**config.mk**
```make
export PLATFORM = sky130hd
export DESIGN_NAME = scan2x_top
export DESIGN_NICKNAME = d
export VERILOG_FILES = /design/src/verilog/video_pkg.sv /design/src/verilog/scan_ctrl_pkg.sv /design/src/verilog/line_capture.sv /design/src/verilog/line_store.sv /design/src/verilog/line_replay.sv /design/src/verilog/scan2x_top.sv
export VERILOG_INCLUDE_DIRS = /design/src /design/src/verilog
export SDC_FILE = /design/constraint.sdc
export NUM_CORES = 1
export LEC_CHECK = 0
export BUFFER_PORTS_ARGS = -buffer_cell sky130_fd_sc_hd__buf_2
export CELL_PAD_IN_SITES_DETAIL_PLACEMENT = 1
export CELL_PAD_IN_SITES_GLOBAL_PLACEMENT = 1
export CORE_MARGIN = 2
export CORE_UTILIZATION = 50
export CTS_BUF_LIST = sky130_fd_sc_hd__clkbuf_2 sky130_fd_sc_hd__clkbuf_4 sky130_fd_sc_hd__clkbuf_8
export DETAILED_ROUTE_END_ITERATION = 10
export HOLD_SLACK_MARGIN = 0.05
export PLACE_DENSITY_LB_ADDON = 0.15
export SETUP_SLACK_MARGIN = 0.2
export SLEW_MARGIN = 20
export SYNTH_ARGS = -nofsm -noshare
export SYNTH_HDL_FRONTEND = slang
export SYNTH_SLANG_ARGS = --single-unit
```
**constraint.sdc**
```tcl
create_clock -name clk_sys -period 4.18 [get_ports clk_sys]
set_input_delay 0.209 -clock clk_sys [delete_from_list [all_inputs] [get_ports clk_sys]]
set_output_delay 0.209 -clock clk_sys [all_outputs]
set_load 0.005 [all_outputs]
```
**src/verilog/scan_params.svh**
```systemverilog
`ifndef SCAN_PARAMS_SVH
`define SCAN_PARAMS_SVH

// Bits per colour channel at the input
`define VID_COLORW      4

// Bits per colour channel at the display side
`define VID_OUTW        8

// Active pixels in one line
`define VID_LINE_LEN    16

// Line banks in the store, also the credits held by the writer at reset
`define VID_LINE_BANKS  2

`endif

```
**src/verilog/video_pkg.sv**
```systemverilog
`include "scan_params.svh"

package video_pkg;

    // Native pixel as produced by the video core
    typedef struct packed {
        logic [`VID_COLORW-1:0] r;
        logic [`VID_COLORW-1:0] g;
        logic [`VID_COLORW-1:0] b;
    } rgb_pix_t;

    // Pixel after widening, as sent to the display
    typedef struct packed {
        logic [`VID_OUTW-1:0] r;
        logic [`VID_OUTW-1:0] g;
        logic [`VID_OUTW-1:0] b;
    } rgb8_pix_t;

    // One write into the line store
    typedef struct packed {
        logic       we;
        logic       bank;
        logic [3:0] idx;
        rgb_pix_t   pix;
        logic       last;   // closes the line and marks the bank full
    } line_wr_t;

endpackage

```
**src/verilog/scan_ctrl_pkg.sv**
```systemverilog
`include "scan_params.svh"

package scan_ctrl_pkg;

    // Dimming applied to the repeated copy of each line
    typedef enum logic [1:0] {
        SL_NONE = 2'd0,
        SL_25   = 2'd1,
        SL_50   = 2'd2,
        SL_75   = 2'd3
    } sl_mode_e;

    // Replay FSM
    typedef enum logic [1:0] {
        RP_IDLE  = 2'd0,
        RP_PASS0 = 2'd1,
        RP_PASS1 = 2'd2
    } replay_state_e;

    // Enough to hold every bank as a credit
    typedef logic [$clog2(`VID_LINE_BANKS+1)-1:0] credit_t;

endpackage

```
**src/verilog/line_capture.sv**
```systemverilog
`timescale 1ns/1ns
`include "scan_params.svh"

module line_capture import video_pkg::*, scan_ctrl_pkg::*; (
    input  logic     clk_sys,
    input  logic     rst_n,
    input  logic     in_valid,
    input  logic     in_first,
    input  rgb_pix_t in_pix,
    input  logic     bw_en,
    input  logic     credit_ret,
    output logic     in_ready,
    output line_wr_t wr
);

localparam logic [3:0] LAST_IDX = 4'(`VID_LINE_LEN - 1);

credit_t    credits;
logic       in_line;
logic [3:0] pix_idx;
logic       wr_bank;
logic       bw_on;
rgb_pix_t   prev_pix;
rgb_pix_t   filt_pix;
logic       take;
logic       line_start;
logic       line_end;

logic       wr_we;
logic       wr_bank_q;
logic [3:0] wr_idx_q;
rgb_pix_t   wr_pix_q;
logic       wr_last_q;

// Truncated mean of two samples
function automatic logic [`VID_COLORW-1:0] avg2(
    input logic [`VID_COLORW-1:0] a,
    input logic [`VID_COLORW-1:0] b
);
    logic [`VID_COLORW:0] sum;
    sum = a + b;
    return sum[`VID_COLORW:1];
endfunction

// A line may only open while a bank credit is held
assign in_ready = (credits != '0) || in_line;

// Pixels outside a line without in_first are dropped until resync
assign take       = in_valid && in_ready && (in_line || in_first);
assign line_start = take && !in_line;
assign line_end   = take && (pix_idx == LAST_IDX);

// Wire bandwidth filter, first pixel of a line passes untouched
always_comb begin
    filt_pix = in_pix;
    if (in_line && bw_on) begin
        filt_pix.r = avg2(in_pix.r, prev_pix.r);
        filt_pix.g = avg2(in_pix.g, prev_pix.g);
        filt_pix.b = avg2(in_pix.b, prev_pix.b);
    end
end

always_ff @(posedge clk_sys or negedge rst_n) begin
    if (!rst_n) begin
        credits <= credit_t'(`VID_LINE_BANKS);
        in_line <= 1'b0;
        pix_idx <= '0;
        wr_bank <= 1'b0;
        bw_on   <= 1'b0;
        wr_we   <= 1'b0;
    end else begin
        credits <= credits - credit_t'(line_start) + credit_t'(credit_ret);
        wr_we   <= take;
        if (line_start) begin
            bw_on <= bw_en;
        end
        if (take) begin
            if (line_end) begin
                in_line <= 1'b0;
                pix_idx <= '0;
                wr_bank <= ~wr_bank;
            end else begin
                in_line <= 1'b1;
                pix_idx <= pix_idx + 4'd1;
            end
        end
    end
end

always_ff @(posedge clk_sys) begin
    if (take) begin
        prev_pix  <= in_pix;
        wr_bank_q <= wr_bank;
        wr_idx_q  <= pix_idx;
        wr_pix_q  <= filt_pix;
        wr_last_q <= line_end;
    end
end

assign wr = '{we: wr_we, bank: wr_bank_q, idx: wr_idx_q, pix: wr_pix_q, last: wr_last_q};

endmodule

```
**src/verilog/line_store.sv**
```systemverilog
`timescale 1ns/1ns
`include "scan_params.svh"

module line_store import video_pkg::*; (
    input  logic       clk_sys,
    input  logic       rst_n,
    input  line_wr_t   wr,
    input  logic       rd_bank,
    input  logic [3:0] rd_idx,
    input  logic       release_vld,
    input  logic       release_bank,
    output rgb_pix_t   rd_pix,
    output logic [1:0] line_full,
    output logic       credit_ret
);

localparam int DEPTH = `VID_LINE_BANKS * `VID_LINE_LEN;

// Bank index is the top address bit
rgb_pix_t mem [DEPTH];

logic [4:0] wr_addr;
logic [4:0] rd_addr;

assign wr_addr = {wr.bank, wr.idx};
assign rd_addr = {rd_bank, rd_idx};

always_ff @(posedge clk_sys) begin
    if (wr.we) begin
        mem[wr_addr] <= wr.pix;
    end
end

// Registered read, data one cycle after the address
always_ff @(posedge clk_sys) begin
    rd_pix <= mem[rd_addr];
end

// Full flags and credit return
always_ff @(posedge clk_sys or negedge rst_n) begin
    if (!rst_n) begin
        line_full  <= '0;
        credit_ret <= 1'b0;
    end else begin
        credit_ret <= release_vld;
        if (release_vld) begin
            line_full[release_bank] <= 1'b0;
        end
        // Commit of the last pixel
        if (wr.we && wr.last) begin
            line_full[wr.bank] <= 1'b1;
        end
    end
end

endmodule

```
**src/verilog/line_replay.sv**
```systemverilog
`timescale 1ns/1ns
`include "scan_params.svh"

module line_replay import video_pkg::*, scan_ctrl_pkg::*; (
    input  logic       clk_sys,
    input  logic       rst_n,
    input  logic [1:0] line_full,
    input  rgb_pix_t   rd_pix,
    input  sl_mode_e   sl_mode,
    output logic       rd_bank,
    output logic [3:0] rd_idx,
    output logic       release_vld,
    output logic       release_bank,
    output logic       out_valid,
    output logic       out_line_start,
    output rgb8_pix_t  out_pix
);

localparam logic [3:0] LAST_IDX = 4'(`VID_LINE_LEN - 1);

replay_state_e state;
logic          cur_bank;
logic [3:0]    ptr;
sl_mode_e      sl_q;
logic          copy1_q;
logic          last_q;
logic          at_end;

// Bit repetition up to the display width
function automatic logic [`VID_OUTW-1:0] widen(input logic [`VID_COLORW-1:0] c);
    return {(`VID_OUTW / `VID_COLORW){c}};
endfunction

// Scanline dimming of one channel
function automatic logic [`VID_OUTW-1:0] shade(
    input logic [`VID_OUTW-1:0] v,
    input logic                 dim,
    input sl_mode_e             mode
);
    logic [`VID_OUTW-1:0] res;
    res = v;
    if (dim) begin
        case (mode)
            SL_25:   res = v - (v >> 2);
            SL_50:   res = v >> 1;
            SL_75:   res = v >> 2;
            default: res = v;
        endcase
    end
    return res;
endfunction

assign at_end  = (ptr == LAST_IDX);
assign rd_bank = cur_bank;
assign rd_idx  = ptr;

// cur_bank has already moved on by the time the release goes out
assign release_bank = ~cur_bank;

always_ff @(posedge clk_sys or negedge rst_n) begin
    if (!rst_n) begin
        state    <= RP_IDLE;
        cur_bank <= 1'b0;
        ptr      <= '0;
        sl_q     <= SL_NONE;
    end else begin
        case (state)
            RP_IDLE: begin
                if (line_full[cur_bank]) begin
                    state <= RP_PASS0;
                    ptr   <= '0;
                    sl_q  <= sl_mode;
                end
            end
            RP_PASS0: begin
                if (at_end) begin
                    ptr   <= '0;
                    state <= RP_PASS1;
                end else begin
                    ptr <= ptr + 4'd1;
                end
            end
            RP_PASS1: begin
                if (at_end) begin
                    ptr      <= '0;
                    cur_bank <= ~cur_bank;
                    state    <= RP_IDLE;
                end else begin
                    ptr <= ptr + 4'd1;
                end
            end
            default: state <= RP_IDLE;
        endcase
    end
end

// Control follows the read address by one cycle, in step with rd_pix
always_ff @(posedge clk_sys or negedge rst_n) begin
    if (!rst_n) begin
        out_valid      <= 1'b0;
        out_line_start <= 1'b0;
        copy1_q        <= 1'b0;
        last_q         <= 1'b0;
        release_vld    <= 1'b0;
    end else begin
        out_valid      <= (state != RP_IDLE);
        out_line_start <= (state != RP_IDLE) && (ptr == '0);
        copy1_q        <= (state == RP_PASS1);
        last_q         <= (state == RP_PASS1) && at_end;
        // Bank handed back once its last pixel is out
        release_vld    <= last_q;
    end
end

always_comb begin
    out_pix.r = shade(widen(rd_pix.r), copy1_q, sl_q);
    out_pix.g = shade(widen(rd_pix.g), copy1_q, sl_q);
    out_pix.b = shade(widen(rd_pix.b), copy1_q, sl_q);
end

endmodule

```
**src/verilog/scan2x_top.sv**
```systemverilog
`timescale 1ns/1ns

module scan2x_top import video_pkg::*, scan_ctrl_pkg::*; (
    input  logic      clk_sys,
    input  logic      rst_n,
    input  logic      in_valid,
    input  logic      in_first,
    input  rgb_pix_t  in_pix,
    input  logic      bw_en,
    input  sl_mode_e  sl_mode,
    output logic      in_ready,
    output logic      out_valid,
    output logic      out_line_start,
    output rgb8_pix_t out_pix
);

line_wr_t   wr;
rgb_pix_t   rd_pix;
logic       rd_bank;
logic [3:0] rd_idx;
logic       release_vld;
logic       release_bank;
logic [1:0] line_full;
logic       credit_ret;

// Producer side
line_capture u_capture (
    .clk_sys        ( clk_sys        ),
    .rst_n          ( rst_n          ),
    .in_valid       ( in_valid       ),
    .in_first       ( in_first       ),
    .in_pix         ( in_pix         ),
    .bw_en          ( bw_en          ),
    .credit_ret     ( credit_ret     ),
    .in_ready       ( in_ready       ),
    .wr             ( wr             )
);

line_store u_store (
    .clk_sys        ( clk_sys        ),
    .rst_n          ( rst_n          ),
    .wr             ( wr             ),
    .rd_bank        ( rd_bank        ),
    .rd_idx         ( rd_idx         ),
    .release_vld    ( release_vld    ),
    .release_bank   ( release_bank   ),
    .rd_pix         ( rd_pix         ),
    .line_full      ( line_full      ),
    .credit_ret     ( credit_ret     )
);

// Display side, never stalls
line_replay u_replay (
    .clk_sys        ( clk_sys        ),
    .rst_n          ( rst_n          ),
    .line_full      ( line_full      ),
    .rd_pix         ( rd_pix         ),
    .sl_mode        ( sl_mode        ),
    .rd_bank        ( rd_bank        ),
    .rd_idx         ( rd_idx         ),
    .release_vld    ( release_vld    ),
    .release_bank   ( release_bank   ),
    .out_valid      ( out_valid      ),
    .out_line_start ( out_line_start ),
    .out_pix        ( out_pix        )
);

endmodule

```
==> flow_summary.toml <==
[global_routing]
grt_pass1_wl_um = 70800
grt_max_degree = 33
track_usage_pct = 25.0
antenna_found_initial = 0
grt_pass1_vias = 11300
grt-ovfl-total = 0

[yosys]
synth-async-reset-ratio_pct = 5.96
syn_nets = 1148
ys_types = 56
synthMuxAreaShare_pct = 12.0
synth-main-ff-cell = "edfxtp_1"
synth_area_um2 = 18900
ys_seq_area_share_pct = 70.8
synth_cells = 1089
synth-compound-area-share_pct = 7.56
synth_adder_area_share_pct = 2.89
ys_ff_latch = 453
yosysWarnings = 0
synth_top_family_by_area = "multiplexers"
synth-simple-area-share_pct = 3.78
synth-xor-area-share_pct = 0.650
syn_area_per_cell_um2 = 17.3
synth_edf_count = 414

[timing]
max_slew_margin_pct = 36.1
fmax_ghz = 0.302
setup_viol = 0
hold_viol_final = 0
grt_setup_unrepaired = "no"
max_slew.worst_pin.slew_ns = 0.957
slew_viol_final = 0
min_period_over_period_pct = 79.3
fin_crit_ns = 3.32
tns_ns = 0
finClkSkew_ns = 0.0254

[routing]
num_vias = 10600
top_layer_used = "met4"
wl_met3_um = 2550
ant_nets = 0
drtIter0Drc = 728
viasPerCell = 5.87
first_pass_iters = 4
drc = 0
wl_met1_um = 19500
routed_wirelength_um = 47100
wl_per_cell_um = 26.2
wl_met2_um = 23800

[critical_path]
startpoint = "u_store.rd_pix[11]"
endpoint_kind = "output port"
r2r_slack_ns = 1.37
r2r-end = "u_store.rd_pix[7]"
reg2reg_depth = 5
critPathMaxFanout = 6
crit_path_end = "out_pix[23]"
worstSetupPathType = "reg -> out"
crit_arrival_ns = 3.11
rr_startpoint = "u_replay.rd_idx[0]"
cp.required_ns = 3.97
start_kind = "flop"

[floorplan]
start_util_pct = 50.4
die_h_um = 198
core_area_um2 = 37400
rows = 71
dieArea_um2 = 39300
die_w_um = 198
ios = 46

[hold_path]
worstHoldPathCells = 5
holdCritPathClass = "in -> reg"

[place]
place.gp.congestion = 0.806
placed_cells = 1640
hpwl_um = 29700
portBuffers = 45

[clock_network]
numCtsBuffers = 75
path_clk_slew_ns = 0.06
cts.sinks = 453
clk_latency_ns = 0.63
clockBufferDepth = 3
cts-htree-levels = 3
cts_tree = "done"
cts_root_buf = "clkbuf_8"
ctsResizeCount = 0

[power_and_ir_drop]
leakage_nw = 7.36
p_per_area_nw_per_um2 = 667
ir_drop_uv = 442

[final_layout]
fin_util_pct = 57.7
nFillCells = 3411
final_nets = 1289
diodes = 0
drive_gt1_share_pct = 25.6
layoutNonFillerInstCount = 1798
syn_to_final_growth_pct = 14.5

[status]
outcome = "completed"

[job]
cap_violations = 0
[power by group]
| group | internal, mW | switching, mW |
|---|---|---|
| clock network | 2.05 | 1.73 |
| registers | 5.49 | 0.626 |
| logic | 1.99 | 2.52 |
[cell usage in the layout, fill, tap and decap left out, types with 14 or more instances in the layout]
| cell type | n |
|---|---|
| a211oi_1 | 15 |
| a21oi_1 | 48 |
| a22oi_1 | 16 |
| buf_2 | 45 |
| buf_4 | 45 |
| clkbuf_4 | 31 |
| clkbuf_8 | 80 |
| dfrtp_1 | 23 |
| dlygate4sd3_1 | 17 |
| edfxtp_1 | 414 |
| ha_1 | 34 |
| inv_1 | 37 |
| mux2i_1 | 54 |
| mux4_2 | 74 |
| nand2_1 | 36 |
| nor2_1 | 51 |
| nor2_2 | 14 |
| o21ai_0 | 35 |
| o22ai_1 | 16 |
[worst min-delay path by stage]
stage              from                 endpoint  slack, ns
2_1_floorplan     rst_n          u_capture.bw_on      -0.09
3_3_place_gp      rst_n         u_replay.sl_q[1]       0.28
3_5_place_dp      rst_n  u_replay.out_line_start       0.29
4_1_cts        in_first     u_capture.pix_idx[1]       0.08
5_1_grt        in_first     u_capture.pix_idx[1]       0.15
6_report       in_first     u_capture.pix_idx[1]       0.10
[metal layers]
metal	vias up	GRT usage [%]
li1	4654	-
met1	5520	32.5
met2	288	41.7
met3	90	5.38
met4	0	8.91
met5	-	0
[synthesized netlist by cell type, drive strengths merged (5+ instances only)]
master	n	area (um2)
xor2	11	96.3
a22o	10	87.6
nand2	36	135
o22ai	16	100
nand2b	8	50.1
a21oi	48	240
dfrtp	26	651
a21boi	6	45.0
o21ai	36	180
a2111oi	12	125
ha	34	425
mux2	5	56.3
o22a	12	105
nor2b	10	62.6
nand3	7	40.0
mux4	74	1670
clkbuf	28	105
buf	24	194
a211oi	15	113
nand3b	7	56.3
fa	6	120
nor2	65	244
mux2i	54	541
dfxtp	12	240
edfxtp	414	12400
a22oi	16	120
o221ai	12	105
inv	37	139
a31oi	9	56.3
[repair_timing]
item                                   CTS  global route
hold buffers                            17             0
buffers inserted                         0             0
endpoints found under the hold margin   57             0
[state kept, by name, summed over array words and instances (netlist names), 2 cells and up]
signal,flops
u_capture.prev_pix,12
u_replay.sl_q,2
u_capture.wr_idx_q,4
u_store.line_full,2
u_store.rd_pix,12
u_capture.wr,12
u_store.mem,384
u_capture.credits,2
u_replay.state,2
u_capture.pix_idx,4
u_replay.rd_idx,4
[stage by stage]
| stage | worst slack, ns | total power [mW] | hold WS [ns] | cell area (um2) |
|---|---|---|---|---|
| 2_1_floorplan | 1.93 | 9.00 | -0.0866 | 18900 |
| 3_3_place_gp | 1.35 | 10.5 | 0.284 | 19800 |
| 3_5_place_dp | 1.34 | 10.7 | 0.286 | 19800 |
| 4_1_cts | 0.796 | 14.5 | 0.0752 | 21500 |
| 5_1_grt | 0.641 | 15.2 | 0.147 | 21600 |
| 6_report | 0.865 | 14.4 | 0.104 | 21600 |
[layout make-up]
type,count,area (um2),area share [%]
clock inverter,23,116,0.539
timing repair buffer,116,902,4.18
inverter,37,139,0.643
tap,511,639,2.96
clock buffer,111,1330,6.18
sequential,453,13400,61.8
multi-input combinational,547,5110,23.7
[worst max-delay path, stage by stage (launching register included)]
cell,delay [ns]
dfxtp_1,0.49
inv_1,0.16
ha_1,0.28
or4b_1,0.54
a21o_1,0.23
a2111oi_2,0.41
mux2i_1,0.24
buf_2,0.14
[cells by family (layout without fill, tap and decap cells)]
family | count (synthesis) | after routing
AOI/OAI and AO/OA | 210 | 210
buffers and inverters | 89 | 287
muxes | 133 | 133
xor gates and xnor gates | 14 | 14
adders and majority gates | 40 | 40
and+or+nand+nor | 150 | 150
DFF | 453 | 453
(Power assumes the default switching activity.)
